**config.mk**
```make
export PLATFORM = sky130hd
export DESIGN_NAME = shouse_main
export DESIGN_NICKNAME = d
export VERILOG_FILES = /design/src/hw/shouse_pkg.sv /design/src/hw/bank_mapper.sv /design/src/hw/bus_phase.sv /design/src/hw/bus_decode.sv /design/src/hw/shouse_main.sv
export SDC_FILE = /design/constraint.sdc
export NUM_CORES = 1
export LEC_CHECK = 0
export ABC_CLOCK_PERIOD_IN_PS = 4100
export BUFFER_PORTS_ARGS = -buffer_cell sky130_fd_sc_hd__buf_2
export CAP_MARGIN = 20
export CORE_AREA = 2 2 142 144
export CTS_BUF_LIST = sky130_fd_sc_hd__clkbuf_2
export DETAILED_ROUTE_END_ITERATION = 12
export DIE_AREA = 0 0 144 146
export GPL_TIMING_DRIVEN = 0
export PLACE_DENSITY = 0.65
export REMOVE_ABC_BUFFERS = 1
export SYNTH_ARGS = -nofsm -noshare
export SYNTH_HDL_FRONTEND = slang
export SYNTH_SLANG_ARGS = --single-unit
```
**constraint.sdc**
```tcl
create_clock -name clk -period 4.1 [get_ports clk]
set_clock_uncertainty 0.1 [all_clocks]
set_input_delay 0.41 -clock clk [delete_from_list [all_inputs] [get_ports clk]]
set_output_delay 0.41 -clock clk [all_outputs]
set_load 0.005 [all_outputs]
```
**src/hw/shouse_pkg.sv**
```systemverilog
// shared types for the two-CPU shared-bus mapper
// cpu bus request, address views, mapper register indices
// and the region codes of the 22-bit physical space

`default_nettype none

package shouse_pkg;

    // one CPU's bus request as seen by the mapper
    typedef struct packed {
        logic [15:0] addr;
        logic [ 7:0] dout;
        logic        rnw;   // 1 = read
        logic        vma;   // valid memory cycle
    } cpu_bus_t;            // 26 bits

    // memory view, bank select plus offset inside the 8 KB bank
    typedef struct packed {
        logic [ 2:0] bank_sel;  // addr 15:13
        logic [12:0] offset;
    } cpu_mem_view_t;

    // register view, used only for writes into the top window
    typedef struct packed {
        logic [2:0] window;     // 7 = mapper registers
        logic [3:0] reg_idx;    // addr 12:9
        logic [7:0] unused;
        logic       hi_bit;     // addr 0, becomes bank bit 8
    } cpu_reg_view_t;

    // same address word, two decodings
    typedef union packed {
        cpu_mem_view_t mem;
        cpu_reg_view_t regs;
    } cpu_addr_u;

    // mapper register indices
    localparam logic [3:0] REG_BANK0     = 4'd0;
    localparam logic [3:0] REG_BANK1     = 4'd1;
    localparam logic [3:0] REG_BANK2     = 4'd2;
    localparam logic [3:0] REG_BANK3     = 4'd3;
    localparam logic [3:0] REG_BANK4     = 4'd4;
    localparam logic [3:0] REG_BANK5     = 4'd5;
    localparam logic [3:0] REG_BANK6     = 4'd6;
    localparam logic [3:0] REG_SUB_RESET = 4'd8;
    localparam logic [3:0] REG_IRQ_ACK   = 4'd9;
    localparam logic [3:0] REG_FIRQ_ACK  = 4'd10;

    typedef logic [ 8:0] bank_t;
    typedef logic [21:0] phys_addr_t;

    localparam bank_t      VECTOR_BANK   = 9'h1FF;  // top window reads land here
    localparam logic [7:0] OPEN_BUS_DATA = 8'hFF;

    // region of the physical address, from its top bits
    typedef enum logic [1:0] {
        REGION_OPEN = 2'b00,
        REGION_RAM  = 2'b01,
        REGION_ROM  = 2'b10
    } region_t;

endpackage

`default_nettype wire

```
**src/hw/bank_mapper.sv**
```systemverilog
// per-CPU memory mapper
// eight 8 KB banks turn the 16-bit cpu address into a 22-bit physical one
// writes to the top window hit the mapper registers instead of the bus
// also keeps the irq/firq flags and, on the master, the sub cpu reset

`default_nettype none

module bank_mapper #(
    parameter bit MASTER = 1'b0     // only the master may drive sub_reset
) (
    input  wire                     clk,
    input  wire                     reset,
    input  shouse_pkg::cpu_bus_t    bus,
    input  wire                     commit,     // edge that ends this cpu's phase
    input  wire                     lvbl,
    input  wire                     firqn,
    output shouse_pkg::phys_addr_t  phys,
    output logic                    bus_req,
    output logic                    irq,
    output logic                    firq,
    output logic                    sub_reset
);
    import shouse_pkg::*;

    cpu_addr_u  addr_v;
    bank_t      bank_q [7];     // banks 0-6, bank 7 is the fixed window
    bank_t      sel_bank;
    logic       reg_wr;
    logic       wr_en;
    logic [6:0] bank_we;
    logic       srst_we;
    logic       irq_ack;
    logic       firq_ack;
    logic       lvbl_l;
    logic       firqn_l;
    logic       lvbl_fall;
    logic       firqn_fall;

    assign addr_v = bus.addr;

    // write into window 7 never reaches the bus
    assign reg_wr  = bus.vma && !bus.rnw && (addr_v.regs.window == 3'd7);
    assign bus_req = bus.vma && !reg_wr;
    assign wr_en   = commit && reg_wr;      // takes effect at phase end

    // bank lookup, window 7 reads go to the vector bank
    always_comb begin
        sel_bank = VECTOR_BANK;
        for (int i = 0; i < 7; i++) begin
            if (addr_v.mem.bank_sel == 3'(i)) sel_bank = bank_q[i];
        end
    end

    assign phys = {sel_bank, addr_v.mem.offset};

    // register index decode
    always_comb begin
        bank_we  = '0;
        srst_we  = 1'b0;
        irq_ack  = 1'b0;
        firq_ack = 1'b0;
        if (wr_en) begin
            case (addr_v.regs.reg_idx)
                REG_BANK0:     bank_we[0] = 1'b1;
                REG_BANK1:     bank_we[1] = 1'b1;
                REG_BANK2:     bank_we[2] = 1'b1;
                REG_BANK3:     bank_we[3] = 1'b1;
                REG_BANK4:     bank_we[4] = 1'b1;
                REG_BANK5:     bank_we[5] = 1'b1;
                REG_BANK6:     bank_we[6] = 1'b1;
                REG_SUB_RESET: srst_we    = MASTER;   // ignored on the sub
                REG_IRQ_ACK:   irq_ack    = 1'b1;
                REG_FIRQ_ACK:  firq_ack   = 1'b1;
                default:       ;                      // index 7, 11-15 do nothing
            endcase
        end
    end

    // bank registers, data byte low, address bit 0 as bank bit 8
    always_ff @(posedge clk) begin
        if (reset) begin
            for (int i = 0; i < 7; i++) begin
                bank_q[i] <= '0;
            end
        end else begin
            for (int i = 0; i < 7; i++) begin
                if (bank_we[i]) bank_q[i] <= {addr_v.regs.hi_bit, bus.dout};
            end
        end
    end

    // falling edge detectors for the interrupt sources
    assign lvbl_fall  = lvbl_l && !lvbl;
    assign firqn_fall = firqn_l && !firqn;

    always_ff @(posedge clk) begin
        if (reset) begin
            lvbl_l  <= 1'b0;    // low so no edge right out of reset
            firqn_l <= 1'b0;
        end else begin
            lvbl_l  <= lvbl;
            firqn_l <= firqn;
        end
    end

    // interrupt flags
    // a new edge wins over an ack in the same cycle
    always_ff @(posedge clk) begin
        if (reset) begin
            irq  <= 1'b0;
            firq <= 1'b0;
        end else begin
            irq  <= lvbl_fall  || (irq  && !irq_ack);
            firq <= firqn_fall || (firq && !firq_ack);
        end
    end

    // sub cpu held in reset until the master releases it
    always_ff @(posedge clk) begin
        if (reset) begin
            sub_reset <= 1'b1;
        end else if (srst_we) begin
            sub_reset <= ~bus.dout[0];  // bit 0 set = run
        end
    end

endmodule

`default_nettype wire

```
**src/hw/bus_phase.sv**
```systemverilog
// shared bus phase sequencer
// phase 0 is the master cpu, phase 1 the sub cpu
// each accepted cen3 ends the phase, pulses E or Q and latches read data
// the phase is frozen while the selected memory is busy

`default_nettype none

module bus_phase (
    input  wire         clk,
    input  wire         reset,
    input  wire         cen3,
    input  wire         busy,
    input  wire  [7:0]  bdin,
    output logic        bsel,       // 0 master, 1 sub
    output logic        cen_e,
    output logic        cen_q,
    output logic        m_commit,
    output logic        s_commit,
    output logic [7:0]  m_din,
    output logic [7:0]  s_din
);

    logic advance;

    // no cycle recovery, a blocked cen3 is simply lost
    assign advance  = cen3 && !busy;

    // phase end strobes, true during the cycle before the edge
    assign m_commit = advance && !bsel;
    assign s_commit = advance &&  bsel;

    // phase toggle and cpu enables
    always_ff @(posedge clk) begin
        if (reset) begin
            bsel  <= 1'b0;
            cen_e <= 1'b0;
            cen_q <= 1'b0;
        end else begin
            cen_e <= m_commit;          // one cycle wide
            cen_q <= s_commit;
            if (advance) bsel <= ~bsel;
        end
    end

    // read data held for the cpu whose phase just ended
    always_ff @(posedge clk) begin
        if (reset) begin
            m_din <= 8'd0;
            s_din <= 8'd0;
        end else begin
            if (m_commit) m_din <= bdin;
            if (s_commit) s_din <= bdin;
        end
    end

endmodule

`default_nettype wire

```
**src/hw/bus_decode.sv**
```systemverilog
// shared bus decoder
// physical address region into chip selects for both roms and the ram
// busy while a selected memory has not answered, plus read data mux

`default_nettype none

module bus_decode (
    input  wire                     bsel,
    input  wire                     bus_req,
    input  wire                     rnw,
    input  shouse_pkg::phys_addr_t  phys,
    input  wire                     mrom_ok,
    input  wire                     srom_ok,
    input  wire                     ram_ok,
    input  wire  [7:0]              mrom_data,
    input  wire  [7:0]              srom_data,
    input  wire  [7:0]              ram_dout,
    output logic                    mrom_cs,
    output logic                    srom_cs,
    output logic                    ram_cs,
    output logic                    busy,
    output logic [7:0]              bdin
);
    import shouse_pkg::*;

    region_t region;
    logic    rom_rd;

    // bit 21 alone picks rom, bit 20 splits ram from open space
    always_comb begin
        if (phys[21])      region = REGION_ROM;
        else if (phys[20]) region = REGION_RAM;
        else               region = REGION_OPEN;
    end

    // roms are read only, a write there selects nothing
    assign rom_rd  = bus_req && rnw && (region == REGION_ROM);
    assign mrom_cs = rom_rd && !bsel;       // each cpu has its own rom
    assign srom_cs = rom_rd &&  bsel;
    assign ram_cs  = bus_req && (region == REGION_RAM);

    // wait while any selected memory is not ready
    assign busy = (mrom_cs && !mrom_ok) ||
                  (srom_cs && !srom_ok) ||
                  (ram_cs  && !ram_ok);

    always_comb begin
        if (mrom_cs)      bdin = mrom_data;
        else if (srom_cs) bdin = srom_data;
        else if (ram_cs)  bdin = ram_dout;
        else              bdin = OPEN_BUS_DATA;  // open region, pulled up
    end

endmodule

`default_nettype wire

```
**src/hw/shouse_main.sv**
```systemverilog
// two-cpu memory mapper and shared bus sequencer
// each cpu gets its own bank mapper, one bus is shared in alternate phases
// the selected cpu's translated address and data drive the external bus

`default_nettype none

module shouse_main (
    input  wire                     clk,
    input  wire                     reset,
    input  wire                     cen3,
    input  wire                     lvbl,
    input  wire                     firqn,      // sets firq on both cpus
    input  shouse_pkg::cpu_bus_t    mbus,
    input  shouse_pkg::cpu_bus_t    sbus,
    input  wire                     mrom_ok,
    input  wire                     srom_ok,
    input  wire                     ram_ok,
    input  wire  [7:0]              mrom_data,
    input  wire  [7:0]              srom_data,
    input  wire  [7:0]              ram_dout,
    output logic [7:0]              m_din,
    output logic [7:0]              s_din,
    output logic                    cen_e,
    output logic                    cen_q,
    output logic                    m_irq,
    output logic                    m_firq,
    output logic                    s_irq,
    output logic                    s_firq,
    output logic                    sub_reset,
    output shouse_pkg::phys_addr_t  baddr,      // shared by both cpus
    output logic [7:0]              bdout,
    output logic                    brnw,
    output logic                    mrom_cs,
    output logic                    srom_cs,
    output logic                    ram_cs
);
    import shouse_pkg::*;

    phys_addr_t m_phys, s_phys;
    cpu_bus_t   sel_bus;
    logic       m_req, s_req, bus_req;
    logic       m_commit, s_commit;
    logic       bsel;                   // 0 master, 1 sub
    logic       busy;
    logic [7:0] bdin;

    // phase selected bus, purely combinational
    assign sel_bus = bsel ? sbus   : mbus;
    assign baddr   = bsel ? s_phys : m_phys;
    assign bus_req = bsel ? s_req  : m_req;
    assign bdout   = sel_bus.dout;
    assign brnw    = sel_bus.rnw;

    bank_mapper #(.MASTER(1'b1)) u_mmap (
        .clk        (clk),
        .reset      (reset),
        .bus        (mbus),
        .commit     (m_commit),
        .lvbl       (lvbl),
        .firqn      (firqn),
        .phys       (m_phys),
        .bus_req    (m_req),
        .irq        (m_irq),
        .firq       (m_firq),
        .sub_reset  (sub_reset)
    );

    bank_mapper #(.MASTER(1'b0)) u_smap (
        .clk        (clk),
        .reset      (reset),
        .bus        (sbus),
        .commit     (s_commit),
        .lvbl       (lvbl),
        .firqn      (firqn),
        .phys       (s_phys),
        .bus_req    (s_req),
        .irq        (s_irq),
        .firq       (s_firq),
        .sub_reset  ()              // sub cannot reset itself
    );

    bus_phase u_phase (
        .clk        (clk),
        .reset      (reset),
        .cen3       (cen3),
        .busy       (busy),
        .bdin       (bdin),
        .bsel       (bsel),
        .cen_e      (cen_e),
        .cen_q      (cen_q),
        .m_commit   (m_commit),
        .s_commit   (s_commit),
        .m_din      (m_din),
        .s_din      (s_din)
    );

    bus_decode u_decode (
        .bsel       (bsel),
        .bus_req    (bus_req),
        .rnw        (sel_bus.rnw),
        .phys       (baddr),
        .mrom_ok    (mrom_ok),
        .srom_ok    (srom_ok),
        .ram_ok     (ram_ok),
        .mrom_data  (mrom_data),
        .srom_data  (srom_data),
        .ram_dout   (ram_dout),
        .mrom_cs    (mrom_cs),
        .srom_cs    (srom_cs),
        .ram_cs     (ram_cs),
        .busy       (busy),
        .bdin       (bdin)
    );

endmodule

`default_nettype wire

```
Yosys cells after proc, flatten, opt, wreduce, memory -nomap -nowiden
Memories as Yosys holds them, arrays and structs flattened.
Cells that the tools add are included.
{ "classes": {"n_eq_ne": 33, "n_mux": 106, "n_bitwise": 16, "n_reduce_logical": 50} }
{ "op_table": {"columns": ["cell", "n"], "rows": [
  ["9-bit 2-to-1 mux", 28],
  ["1-bit 2-to-1 mux", 70],
  ["1-bit logical AND", 25],
  ["3-bit equality test, second input constant", 8],
  ["4-bit by 3-bit equality test with 1-bit output, second input constant", 6],
  ["8-bit 2-to-1 mux", 3],
  ["22-bit 2-to-1 mux", 1],
  ["4-bit equality test, second input constant", 5],
  ["4-bit by 2-bit equality test with 1-bit output, second input constant", 4],
  ["1-bit logical NOT", 15],
  ["7-bit 2-to-1 mux", 2],
  ["1-bit OR", 14],
  ["3-bit by 2-bit equality test with 1-bit output, second input constant", 4],
  ["10-bit 2-to-1 mux", 1],
  ["4-bit by 1-bit equality test with 1-bit output, second input constant", 2],
  ["4-bit logical NOT", 2],
  ["3-bit by 1-bit equality test with 1-bit output, second input constant", 2],
  ["3-bit logical NOT", 2],
  ["1-bit logical OR", 6],
  ["2-bit by 1-bit equality test with 1-bit output, second input constant", 1],
  ["2-bit equality test, second input constant", 1],
  ["2-bit 2-to-1 mux", 1],
  ["1-bit inverter", 2]
]} }
{ "word_totals": {"register_bits": 26, "ramBits": 126, "inputBits": 84, "output_inout_bits": 57, "elab_cells": 219, "memories": 2} }
{ "memory_table": {"columns": ["name", "words", "word_bits", "rd", "rd_clocked_by_memory_dff", "wr", "line_no", "rtl"], "rows": [
  ["u_mmap.bank_q", 7, 9, 7, 0, 7, "bank_mapper.sv:26", "bank_t bank_q [7];"],
  ["u_smap.bank_q", 7, 9, 7, 0, 7, "bank_mapper.sv:26", null]
]} }

Depth between registers and ports, before layout
Gate-level depths: netlist of run 1.
{ "logic_depth": {"depth_word": 26, "ltp_mapped": 10, "ltp_nobuf": 7} }

Modules after synthesis
Synthesis of run 1 repeated with hierarchy kept, for this count alone.
{ "hier_totals": {"cells_unflattened": 700, "hier_area_um2": 8050.2} }
{ "by_module_without_submodules": {"columns": ["mod", "n_inst", "cells_per_inst", "area_per_inst_um2", "seq_area_each_um2"], "rows": [
  ["bank_mapper at u_mmap", 1, 285, 3359.5, 1991.9],
  ["bank_mapper at u_smap", 1, 266, 3229.3, 1971.9],
  ["bus_phase", 1, 79, 683.2, 380.4],
  ["shouse_main", 1, 36, 544.3, 0.0],
  ["bus_decode", 1, 34, 234.0, 0.0]
]} }

Worst setup path after synthesis of run 1
Ideal clock, no wire load.
{ "synth_timing": {"path_type": "input -> register", "from": "input port sbus[23] (netlist name)", "to": "memory u_smap.bank_q[0][0] (netlist name) (enable)", "setup_ns": 0.390, "t_arrival_ns": 2.687, "t_required_ns": 3.610, "slack_ns": 0.923, "cell_stages": 10, "n_path_buf": 4, "cell_sequence": "buf_4 buf_4 nor3_1 a211oi_1 a221o_1 and3_1 a21o_1 buf_6 buf_6 o31ai_1"} }
{ "synth_rtl": {"columns": ["element", "line_no", "rtl"], "rows": [
  ["from (decl)", "shouse_main.sv:14", "input shouse_pkg::cpu_bus_t sbus,"],
  ["to (decl)", "bank_mapper.sv:26", null]
]} }

==> results by stage, run 1 <==
Clock network:
- The longest clock path from root to sink contains 2 buffers.
- In this run the number of H-tree levels came out at 4.
- TritonCTS built the clock tree.
- Buffers inserted during clock tree synthesis total 17.
- Counting every sink on the clock net gives 152.
- The buffers inserted during post-CTS setup optimization is 0.
- The later pin in the worst-skew pair is clocked with a latency of roughly 0.76 ns.
- CTS placed an instance of clkbuf_2 at the clock tree root.
- Clock-pin slew was measured on the worst setup and hold paths at 0.25 ns.

Critical path:
- The critical path data required time is 4.45 ns.
- The critical path contains buffers and inverters numbering 4 combined.
- The length in cells of the worst reg-to-reg path is 8.
- The kind of cell adding the most delay to the critical path is compound AO/OA/AOI/OAI gates.
- The type of the setup path with the least slack is flop to flop.
- The path length in cells of the critical path is 8.
- The stage delay of the slowest cell on the critical path is 0.63 ns.
- The largest individual stage delay along the critical path comes from the cell o21ai_0.
- The critical path endpoint category is a flop.
- Along the worst path, the maximum fanout reaches 29.
- Walking the worst path, the cells encountered are buf_12 -> inv_1 -> or3_1 -> and2_4 -> inv_2 -> o2111ai_2 -> o21ai_0 -> buf_2.
- At the worst endpoint, the arrival time is 4.24 ns.
- The kind of start point of the critical path is a flop.

Route:
- The routed wire length per instance is 20.3 um.
- The number of vias in the routed layout is between 6000 and 7000.
- The routed wire length is 22200 um.
- The remaining antenna violation count is 0.
- In the routed design, unresolved DRC markers number 0.
- The first detailed-routing pass took 6 iterations.
- The post-detailed-route via-to-cell ratio is 5.69.
- In this run, the number of DRC markers left after iteration 0 of detailed routing was 556.

Global route:
- Global routing consumed, on the met1 layer, 28.9% of the routing resources.
- The aggregate global routing overflow is 0.
- For met2 alone, demand over resource in global routing was 34.0%.
- The number of global-route vias before repair is 6146.
- The met3 track demand over resource is 4.54%.
- The first global-routing pass estimated about 34000 um of wire.
- The global-route layer with the greatest usage is met2.
- The total global-route track usage is 21.3%.
- The initial antenna violation count came to 1.
- The largest net degree at the start of global routing is 51.

STA:
- The share of the cycle needed by the critical path after routing is 94.9%.
- The total of endpoints with negative setup slack in the final report is 0.
- The final number of max-transition violations is 0.
- The actual transition at the worst max-transition pin is 1.04 ns.
- The final number of hold-violating endpoints is 0.
- On the final layout, the worst hold slack is 0.0461 ns.
- The highest clock frequency the design can meet is 257 MHz.
- The post-layout minimum cycle time is 3.89 ns.
- Setup repair after global routing left no endpoint under its margin.
- The relative slew slack is a little under a third.

Floorplan:
- The number of I/O pins is 141.
- The placeable core area is 0.0193 mm^2.
- From left edge to right edge, the die measures approximately 140 um.
- The floorplan step defined a die boundary enclosing 0.0210 mm^2.
- The die is 146 um tall.
- The row count is 51.
- Once the floorplan was initialized, standard cells occupied ~40% of the core.

Cells and area:
- Relative to the synthesized area, the layout overhead comes to 19.1%.
- The share of cells above drive strength 1 is a little under a third.
- The final standard cell area without fillers is 0.00918 mm^2.
- After the last flow step, the layout net total stands at 897.
- Cells fill between 40% and 50% of the core in the end.
- The layout has 1770 filler cells.

Power and ir drop:
- The maximum VDD drop is 0.153 mV.
- The power density of the placed cells is 374 mW/mm^2.
- The overall power of the completed layout is 3.43 mW.
- The static leakage is 3.36 nW.

Placement:
- At the end of routability-driven placement, the weighted congestion stood at 0.829.
- Port buffering added between 100 and 150 buffers.
- In this run the cell area measured after placement is 0.00862 mm^2.
- Detailed placement finished with a half-perimeter wire length of 15200 um.

Logic synthesis:
- Counting flops and latches in the post-synthesis netlist gives about 150.
- Sequential cells were found to cover 55.9% of the synthesized design area.
- The number of warnings printed during yosys synthesis is 0.
- The cell area after synthesis is 0.00771 mm^2.
- The average footprint of a synthesized cell is 11.3 um^2.
- The synthesized design contains roughly 130 enable-type register cells.
- Counting flops with an async set or reset pin after synthesis yields a share of 0%.
- The synthesized netlist contains 57 unique library cells.
- The most used flip-flop cell after synthesis is edfxtp_1.
- The synthesized instance count is between 600 and 700.

Min path:
- The cell depth of the worst min-delay path is 3.
- The path class of the tightest hold or removal check is input pin to flop.

Job:
- The number of max-cap violations is 0.

Outcome:
- The flow ran to the end, and the final reports show no timing, DRC or antenna violations.
## area by class of cell
| type | instances | area (um^2) | area share (%) |
|---|---|---|---|
| flip-flops and latches | 152 | 4310 | 46.9 |
| inverters | 26 | 97.6 | 1.06 |
| clock buffers | 17 | 85.1 | 0.927 |
| multi-input cells | 447 | 3100 | 33.8 |
| repair buffers | 169 | 1020 | 11.1 |
| diodes | 1 | 2.50 | 0.0273 |
| clock inverters | 15 | 229 | 2.50 |
| well taps | 265 | 332 | 3.61 |
## worst reg2reg max path: stages (launching register included)
cell       delay [ns]
dfxtp_4          0.62
buf_12           0.25
inv_1            0.22
or3_1            0.48
and2_4           0.27
inv_2            0.14
o2111ai_2        0.55
o21ai_0          0.64
buf_2            0.31
## logic make-up (layout without fill, tap and decap cells)
| group | Yosys count | count (layout) | share of synthesized area (%) |
|---|---|---|---|
| buf+inv | 84 | 227 | 5.15 |
| other cells | 0 | 1 | 0 |
| mux | 59 | 59 | 9.58 |
| compound gates | 121 | 121 | 11.4 |
| flops | 152 | 152 | 55.9 |
| simple gates | 267 | 267 | 18.0 |
## where the power goes
part | switching (mW) | leakage, nW | total (mW) | internal [mW]
Clock | 0.554 | 0.193 | 1.07 | 0.519
Combinational | 0.348 | 1.67 | 0.581 | 0.233
Sequential | 0.0342 | 1.50 | 1.78 | 1.74
Total | 0.936 | 3.36 | 3.43 | 2.50
## worst paths after layout
| kind | start | end | slack (ns) |
|---|---|---|---|
| setup / recovery | u_phase.bsel$_SDFFE_PP0N_ | u_mmap.bank_q[0][36]$_SDFFCE_PN0P_ | 0.21 |
| hold / removal | sbus[9] | u_smap.bank_q[0][61]$_SDFFCE_PP0P_ | 0.05 |
| setup reg to reg | u_phase.bsel$_SDFFE_PP0N_ | u_mmap.bank_q[0][36]$_SDFFCE_PN0P_ | 0.21 |
| hold reg to reg | u_phase.s_din[0]$_SDFFE_PP0P_ | u_phase.s_din[0]$_SDFFE_PP0P_ | 0.38 |
## synth_stat cells, drive strengths merged, types with 6 or more instances
library cell / n / area [um^2]
nand2: 53 / 199
buf: 33 / 205
a31oi: 7 / 43.8
o211ai: 11 / 87.6
a32o: 8 / 80.1
nand3: 9 / 45.0
o31ai: 6 / 45.0
inv: 25 / 93.8
nor2: 42 / 158
o22ai: 7 / 43.8
a21oi: 9 / 45.0
mux2: 38 / 428
a221o: 7 / 70.1
mux4: 8 / 180
mux2i: 13 / 130
nor3: 57 / 285
dfxtp: 26 / 521
edfxtp: 126 / 3780
o21ai: 30 / 150
nand2b: 16 / 100
nor4: 51 / 319
a211oi: 8 / 65.1
o32ai: 9 / 78.8
clkbuf: 25 / 93.8
nor2b: 14 / 87.6
o221ai: 7 / 61.3
## cell usage in the layout, fill, tap and decap left out, drive strengths merged, types with 19 or more instances in the layout
master,n
nand2,53
edfxtp,126
mux2,38
dfxtp,26
dlygate4sd3,19
nor3,57
o21ai,30
nor4,51
buf,150
inv,31
nor2,42
## layer usage
layer  wire (um)  vias to the layer above  part of all wire [%]
li1            -                     2916                     -
met1        9590                     2983                    43
met2       10500                      289                    47
met3        1640                       29                   7.4
met4         438                        0                   2.0
met5           0                        -                     0
## metrics by stage
| stage | setup WS, ns | instances | setup TNS [ns] |
|---|---|---|---|
| after floorplan | -1.10 | 625 | -83.87 |
| after global placement | -3.53 | 1030 | -507.17 |
| after detailed placement | -0.512 | 1040 | -22.44 |
| after CTS | 0.125 | 1091 | 0 |
| after global routing | 0.0402 | 1092 | 0 |
| final | 0.208 | 1092 | 0 |
## state kept, by name (all words and copies together) (netlist names)
signal            count
u_smap.firqn_l        1
u_mmap.bank_q        63
u_mmap.sub_reset      1
u_smap.bank_q        63
u_phase.m_din         8
u_phase.bsel          1
u_smap.irq            1
u_mmap.irq            1
u_mmap.firq           1
u_smap.firq           1
u_phase.cen_e         1
u_smap.lvbl_l         1
u_phase.s_din         8
u_phase.cen_q         1
## timing repair
| item | 4_1_cts | 5_1_grt |
|---|---|---|
| pin swaps | 0 | 0 |
| hold endpoints to repair | 18 | 0 |
| resized for setup | 6 | 1 |
| setup endpoints to repair | 88 | 19 |
| hold buffers | 19 | 0 |
Note: power is estimated with default switching activity, not from simulation.
==> inputs of run 2 (changes only) <==
ABC_CLOCK_PERIOD_IN_PS = 3300   (was 4100)
CORE_AREA = 2 2 200 104   (was 2 2 142 144)
DIE_AREA = 0 0 202 106   (was 0 0 144 146)
HOLD_SLACK_MARGIN = 0.08   (was default)
PLACE_DENSITY = 0.67   (was 0.65)
clock period = 3.3 ns   (was 4.1 ns; I/O delays follow)
==> results by stage, run 2 (same netlist as run 1, synthesis figures left out) <==
STA:
- The highest clock frequency the design can meet is 317 MHz (+23%).
- The share of the cycle needed by the critical path after routing is 95.6% (+0.66 points).
- The relative slew slack is 28.4% (-2.0 points).
- The total of endpoints with negative setup slack in the final report is 0 (unchanged).
- The final number of hold-violating endpoints is 0 (unchanged).
- The actual transition at the worst max-transition pin came to 1.07 ns (+0.0373 ns).
- The post-layout minimum cycle time was 3.15 ns (-0.738 ns).
- The final worst hold slack came to 0.170 ns (+0.124 ns).
- The final number of max-transition violations is 0 (unchanged).

Clock network:
- The clock sink count came to 152 (unchanged).
- The number of H-tree levels is 4 (unchanged).
- TritonCTS built the clock tree.
- The insertion delay of the later-clocked pin in the worst-skew pair came to 0.73 ns (-0.03 ns).
- The maximum root-to-sink buffer count is 2 (unchanged).
- The number of clock buffers inserted by TritonCTS came to 17 (unchanged).
- The clock-pin slew on the worst setup and hold paths was 0.23 ns (-0.02 ns).
- The tree is rooted in a clkbuf_2.

Power and ir drop:
- The relative contribution of combinational cells to total power is 20.1% (+3.2 points).
- The internal power of the cells was 2.87 mW (+15%).
- The power spent charging and discharging nets is 1.24 mW (+32%).
- The power density of the placed cells is 425 mW/mm^2 (+14%).
- The proportion of total power due to net switching is 30.1% (+2.9 points).
- The overall power of the completed layout is 4.10 mW (+20%).
- The sequential power share was 53.7% (+1.9 points).
- The static leakage is 3.55 nW (+5.7%).
- The share of total power in the clock network is 26.2% (-5.1 points).
- The maximum VDD drop is 0.208 mV (+35%).

Critical path:
- The kind of start point of the critical path is a flop.
- The critical path data required time is 3.64 ns (-0.81 ns).
- The worst setup path is of the flop to flop kind.
- The length in cells of the worst reg-to-reg path is 8 (unchanged).
- The signal arrival time at the worst endpoint is 3.49 ns (-0.75 ns).
- The critical path endpoint category is a flop.
- The terminus of the critical flop-to-flop path is u_smap.bank_q[0][9]$_SDFFCE_PN0P_.
- The worst register-to-register path begins at u_smap.bank_q[0][34]$_SDFFCE_PN0P_.
- The worst reg-to-reg setup slack is 0.15 ns (-0.06 ns).
- The top fanout value on the critical path is 53 (+83%).
- The most critical setup path has its startpoint at u_smap.bank_q[0][34]$_SDFFCE_PN0P_.
- The most critical setup path has its endpoint at u_smap.bank_q[0][9]$_SDFFCE_PN0P_.

Placement:
- The total placed cells including tap cells is 1050 (+0.96%).
- The count of input and output buffers came to 140 (unchanged).
- The placer congestion estimate is 0.854 (+3.0%).
- The placed cell area was 0.00863 mm^2 (+0.13%).
- The detailed placer's ending HPWL is 16700 um (+10%).

Route:
- The detailed-route DRC error count came to 0 (unchanged).
- The routed wire length is 24700 um (+11%).
- The remaining antenna violation count is 0 (unchanged).
- The routed wire length per instance is 21.4 um (+5.5%).
- The detailed router's first-iteration violation count is 590 (+6.1%).
- The post-detailed-route via-to-cell ratio is 5.85 (+2.7%).
- The number of vias in the routed layout is 6743 (+8.5%).
- The count of TritonRoute iterations in the first routing pass is 7 (+1).

Cells and area:
- In the final layout, the registers with the most flip-flops are u_mmap.bank_q (63), u_smap.bank_q (63).
- The library cell used most frequently in the layout, excluding fill and tap cells, is buf_2.
- The final cell count without fillers is 1153 (+5.6%).
- The final standard cell area without fillers is 0.00967 mm^2 (+5.3%).
- The share of cells above drive strength 1 is 29.7% (-0.57 points).
- The library cells used most frequently in the layout, excluding fill and tap cells, are buf_2 (140), edfxtp_1 (126), dlygate4sd3_1 (65).
- The fill cell total of the finished layout is 1816 (+2.6%).
- The post-layout net count was 950 (+5.9%).
- The area growth from synthesis to layout is 25.4%.
- The share of the core filled with cells in the final layout is 48.7% (+1.2 points).

Floorplan:
- The floorplan die height was 106 um (-27%).
- The width of the die was 202 um (+40%).
- The initial core utilization is 38.8% (-1.1 points).
- The placeable core area is 0.0199 mm^2 (+2.7%).
- The row count is 37 (-27%).
- The area enclosed by the die boundary is 0.0214 mm^2 (+1.8%).
- The number of I/O pins is 141 (unchanged).

Global route:
- The total global-route track usage is 22.8% (+1.5 points).
- The wire length of the first global-routing pass was 37000 um (+9.3%).
- The number of global-route vias before repair is 6365 (+3.6%).
- The largest net degree at the start of global routing is 54 (+5.9%).
- The initial antenna violation count came to 2 (+1).
- The aggregate global routing overflow is 0 (unchanged).

Job:
- The number of max-cap violations is 0 (unchanged).

Outcome:
- The run finished with clean final reports.

Min path:
- The path class of the tightest hold or removal check is input pin to flop.
## run 2: worst min-delay path by stage
| stage | start | to | slack, ns | cells after the start |
|---|---|---|---|---|
| 2_1_floorplan | reset | u_mmap.firq$_SDFF_PP0_ | 0.30 | 1 |
| 3_5_place_dp | u_phase.s_din[6]$_SDFFE_PP0P_ | u_phase.s_din[6]$_SDFFE_PP0P_ | 0.35 | 2 |
| 5_1_grt | sbus[20] | u_smap.bank_q[0][30]$_SDFFCE_PN0P_ | 0.1 | 3 |
| 3_3_place_gp | u_phase.s_din[6]$_SDFFE_PP0P_ | u_phase.s_din[6]$_SDFFE_PP0P_ | 0.35 | 2 |
| 6_report | sbus[20] | u_smap.bank_q[0][35]$_SDFFCE_PN0P_ | 0.17 | 3 |
| 4_1_cts | sbus[20] | u_smap.bank_q[0][33]$_SDFFCE_PN0P_ | 0.09 | 3 |
## run 2: final cells by class
class                      count  area [um^2]  share of cell area, %
multi-input combinational    448         3150                   32.6
antenna                        1         2.50                 0.0259
clock buffer                  18         90.1                  0.932
timing repair buffer         221         1530                   15.8
sequential                   152         4310                   44.6
tap                          273          342                   3.53
inverter                      26         98.8                   1.02
clock inverter                14          151                   1.57
## run 2: critical path, stage by stage, from the launching register on
cell and delay, ns:
edfxtp_1 0.41, nor3b_1 0.16, o21ai_0 0.15, a221o_1 0.45, and3_1 0.31, a21o_2 0.37
buf_12 0.21, o31ai_2 0.42, buf_4 0.27
## run 2: routing by layer
layer	part of all wire, %	up-vias	GRT usage (%)
met5	0	-	0
met4	1.3	0	5.36
met3	11	25	6.10
met2	42	411	32.9
met1	46	3287	33.8
li1	-	3020	-
## run 2: repair_timing
action | 4_1_cts | 5_1_grt
endpoints found under the hold margin | 147 | 0
hold buffers | 65 | 0
cloned | 0 | 1
setup buffers | 3 | 1
gates resized for setup | 12 | 3
pin swaps | 3 | 1
setup endpoints to repair | 219 | 52
## run 2: per-stage QoR
step	worst slack, ns	TNS, ns
after global routing	-0.0305	-0.0521
after global placement	-4.67	-769.25
after detailed placement	-1.37	-124.92
after CTS	0.0134	0
after floorplan	-1.90	-242.78
final	0.146	0
## run 2: power groups by stage
stage          sequential (mW)  clock, mW  combinational (mW)
5_1_grt                   2.21       1.16               0.881
3_3_place_gp              2.27          0               0.654
6_report                  2.20       1.08               0.823
3_5_place_dp              2.25          0               0.695
2_1_floorplan             2.25          0               0.354
4_1_cts                   2.21       1.08               0.796
==> inputs of run 3 (changes only) <==
--- a/config.mk
+++ b/config.mk
@@ -7,5 +7,5 @@
 export LEC_CHECK = 0
 export ABC_CLOCK_PERIOD_IN_PS = 3300
-export BUFFER_PORTS_ARGS = -buffer_cell sky130_fd_sc_hd__buf_2
+export BUFFER_PORTS_ARGS = -buffer_cell sky130_fd_sc_hd__buf_4
 export CAP_MARGIN = 20
 export CORE_AREA = 2 2 200 104
==> constraint.sdc (replaced) <==
create_clock -name clk -period 3.3 [get_ports clk]
set_clock_uncertainty 0.1 [all_clocks]
set_input_delay 0.33 -clock clk [delete_from_list [all_inputs] [get_ports clk]]
set_output_delay 0.33 -clock clk [all_outputs]
set_load 0.05 [all_outputs]
==> results by stage, run 3 (same netlist as run 1, synthesis figures left out) <==
Critical path:
- The top fanout value on the critical path is 38 (-28%).
- The signal arrival time at the worst endpoint is 3.60 ns (+0.11 ns).
- The critical path endpoint category is a flop.
- The worst setup path is launched from a flop.
- The length in cells of the worst reg-to-reg path is 9 (+1).
- The type of the setup path with the least slack is flop to flop.
- The critical path data required time came to 3.66 ns (+0.02 ns).

Global route:
- The aggregate global routing overflow came to 0 (unchanged).
- The number of global-route vias before repair is 6470 (+1.6%).
- The initial antenna violation count is 0 (-2).
- The largest net degree at the start of global routing is 53 (-1.9%).
- The wire length of the first global-routing pass is 38000 um (+2.8%).
- The total global-route track usage was 23.5% (+0.69 points).

Floorplan:
- The floorplan die height came to 106 um (unchanged).
- The number of I/O pins is 141 (unchanged).
- The area enclosed by the die boundary is 0.0214 mm^2 (unchanged).
- The row count is 37 (unchanged).
- The width of the die is 202 um (unchanged).
- The placeable core area is 0.0199 mm^2 (unchanged).
- The initial core utilization is 38.8% (unchanged).

Cells and area:
- The share of cells above drive strength 1 is 30.7% (+0.96 points).
- The post-layout net count is 955 (+0.53%).
- The largest registers in the layout are u_mmap.bank_q (63), u_smap.bank_q (63).
- The most frequent standard cell in the layout excluding fill and tap cells is buf_4.
- The fill cell total of the finished layout is 1754 (-3.4%).
- The library cells used most frequently in the layout, excluding fill and tap cells, are buf_4 (155), edfxtp_1 (126), dlygate4sd3_1 (64).
- The share of the core filled with cells in the final layout is 50.9% (+2.2 points).
- The diode insertion count for antenna repair is 0 (-1).
- Relative to the synthesized area, the layout overhead comes to 31.2%.

Outcome:
- The run finished with clean final reports.

Route:
- The number of vias in the routed layout is 6711 (-0.47%).
- The count of TritonRoute iterations in the first routing pass is 5 (-2).
- The routed wire length is 25100 um (+1.4%).
- The post-detailed-route via-to-cell ratio came to 5.80 (-0.82%).
- The detailed-route DRC error count is 0 (unchanged).
- The detailed router's first-iteration violation count is 735 (+25%).
- The remaining antenna violation count is 0 (unchanged).
- The routed wire length per instance is 21.7 um (+1.0%).

STA:
- The final number of max-transition violations came to 0 (unchanged).
- The post-layout minimum cycle time came to 3.24 ns (+0.0864 ns).
- The total of endpoints with negative setup slack in the final report is 0 (unchanged).
- The relative slew slack came to 25.6% (-2.9 points).
- The actual transition at the worst max-transition pin is 1.12 ns (+0.0429 ns).
- The share of the cycle needed by the critical path after routing is 98.2% (+2.6 points).
- The highest clock frequency the design can meet was 309 MHz (-2.7%).
- The slack of the critical path is 0.0592 ns (-0.0864 ns).
- The final number of hold-violating endpoints is 0 (unchanged).

Clock network:
- The clock tree root driver cell is clkbuf_2.
- The maximum root-to-sink buffer count is 2 (unchanged).
- The number of H-tree levels is 4 (unchanged).
- The insertion delay of the later-clocked pin in the worst-skew pair is 0.71 ns (-0.02 ns).
- The number of clock buffers inserted by TritonCTS is 17 (unchanged).
- The clock-pin slew on the worst setup and hold paths is 0.24 ns (about the same).
- The clock sink count is 152 (unchanged).
- TritonCTS built the clock tree.

Min path:
- The cell depth of the worst min-delay path is 3 (unchanged).
- The path class of the tightest hold or removal check is input pin to flop.

Power and ir drop:
- The maximum VDD drop was 0.237 mV (+14%).
- The power density of the placed cells was 449 mW/mm^2 (+5.7%).
- The static leakage is 3.68 nW (+3.7%).

Placement:
- The detailed placer's ending HPWL is 16500 um (-1.4%).
- The placement-stage worst setup slack is -1.36 ns (+0.0111 ns).
- The placer congestion estimate is 0.847 (-0.82%).
- The count of input and output buffers is 140 (unchanged).

Job:
- The number of max-cap violations came to 0 (unchanged).
[run 3: cell types whose count changed in the layout (fill, tap and decap cells not counted), moves of 2 or more]
cell,change
clkinvlp_4,+3
clkbuf_2,+2
o31ai_2,-2
clkinv_4,-4
o31ai_4,+2
buf_4,+144
buf_2,-139
[run 3: worst paths after layout]
check / slack [ns] / end / from
max: 0.06 / u_mmap.bank_q[0][33]$_SDFFCE_PN0P_ / u_mmap.bank_q[0][62]$_SDFFCE_PP0P_
min reg2reg: 0.39 / u_phase.s_din[3]$_SDFFE_PP0P_ / u_phase.s_din[3]$_SDFFE_PP0P_
max reg2reg: 0.06 / u_mmap.bank_q[0][33]$_SDFFCE_PN0P_ / u_mmap.bank_q[0][62]$_SDFFCE_PP0P_
min: 0.16 / u_smap.bank_q[0][33]$_SDFFCE_PN0P_ / sbus[19]
[run 3: worst max-delay path: stages (launching register included)]
cell and delay, ns:
edfxtp_1 0.46, nor4bb_2 0.44, nor4_1 0.13, a21oi_2 0.30, buf_4 0.20, o21ba_2 0.32
o2111ai_4 0.19, buf_12 0.24, o21ai_1 0.34, buf_4 0.25
[run 3: final cells by class]
| type | count | area, um^2 | area share, % |
|---|---|---|---|
| sequential | 152 | 4310 | 42.6 |
| multi-input combinational | 449 | 3210 | 31.7 |
| timing repair buffer | 225 | 1900 | 18.8 |
| tap | 273 | 342 | 3.38 |
| clock inverter | 12 | 153 | 1.51 |
| inverter | 26 | 103 | 1.01 |
| clock buffer | 20 | 100 | 0.990 |
[run 3: stage by stage]
step / TNS [ns] / std cells / power (mW) / cell area, um^2 / hold WS (ns)
3_5_place_dp: -139.99 / 1049 / 3.30 / 8970 / 0.354
5_1_grt: -0.199 / 1157 / 4.69 / 10100 / 0.139
2_1_floorplan: -248.48 / 625 / 2.88 / 7410 / 0.299
4_1_cts: 0 / 1151 / 4.50 / 9990 / 0.0816
3_3_place_gp: -786.03 / 1038 / 3.27 / 8800 / 0.349
6_report: 0 / 1157 / 4.54 / 10100 / 0.156
[run 3: metal layers]
metal | part of all wire [%] | track usage (%) | vias to the layer above | routed length [um]
met1 | 46 | 34.9 | 3273 | 11500
met2 | 42 | 34.1 | 386 | 10600
met3 | 10 | 5.76 | 28 | 2620
li1 | - | - | 3024 | -
met4 | 1.4 | 5.67 | 0 | 353
met5 | 0 | 0 | - | 0
[run 3: repair_timing]
| action | in CTS | in global routing |
|---|---|---|
| setup endpoints to repair | 224 | 96 |
| buffers inserted | 5 | 5 |
| pin swaps | 2 | 4 |
| gates cloned | 1 | 1 |
| hold buffers | 64 | 0 |
| gates resized for setup | 14 | 11 |
| endpoints found under the hold margin | 122 | 0 |
[run 3: report_power, final]
| part | internal, mW | switching, mW | total (mW) |
|---|---|---|---|
| Combinational | 0.438 | 0.772 | 1.21 |
| Clock | 0.428 | 0.697 | 1.12 |
| Sequential | 2.17 | 0.0369 | 2.20 |
| Total | 3.03 | 1.51 | 4.54 |
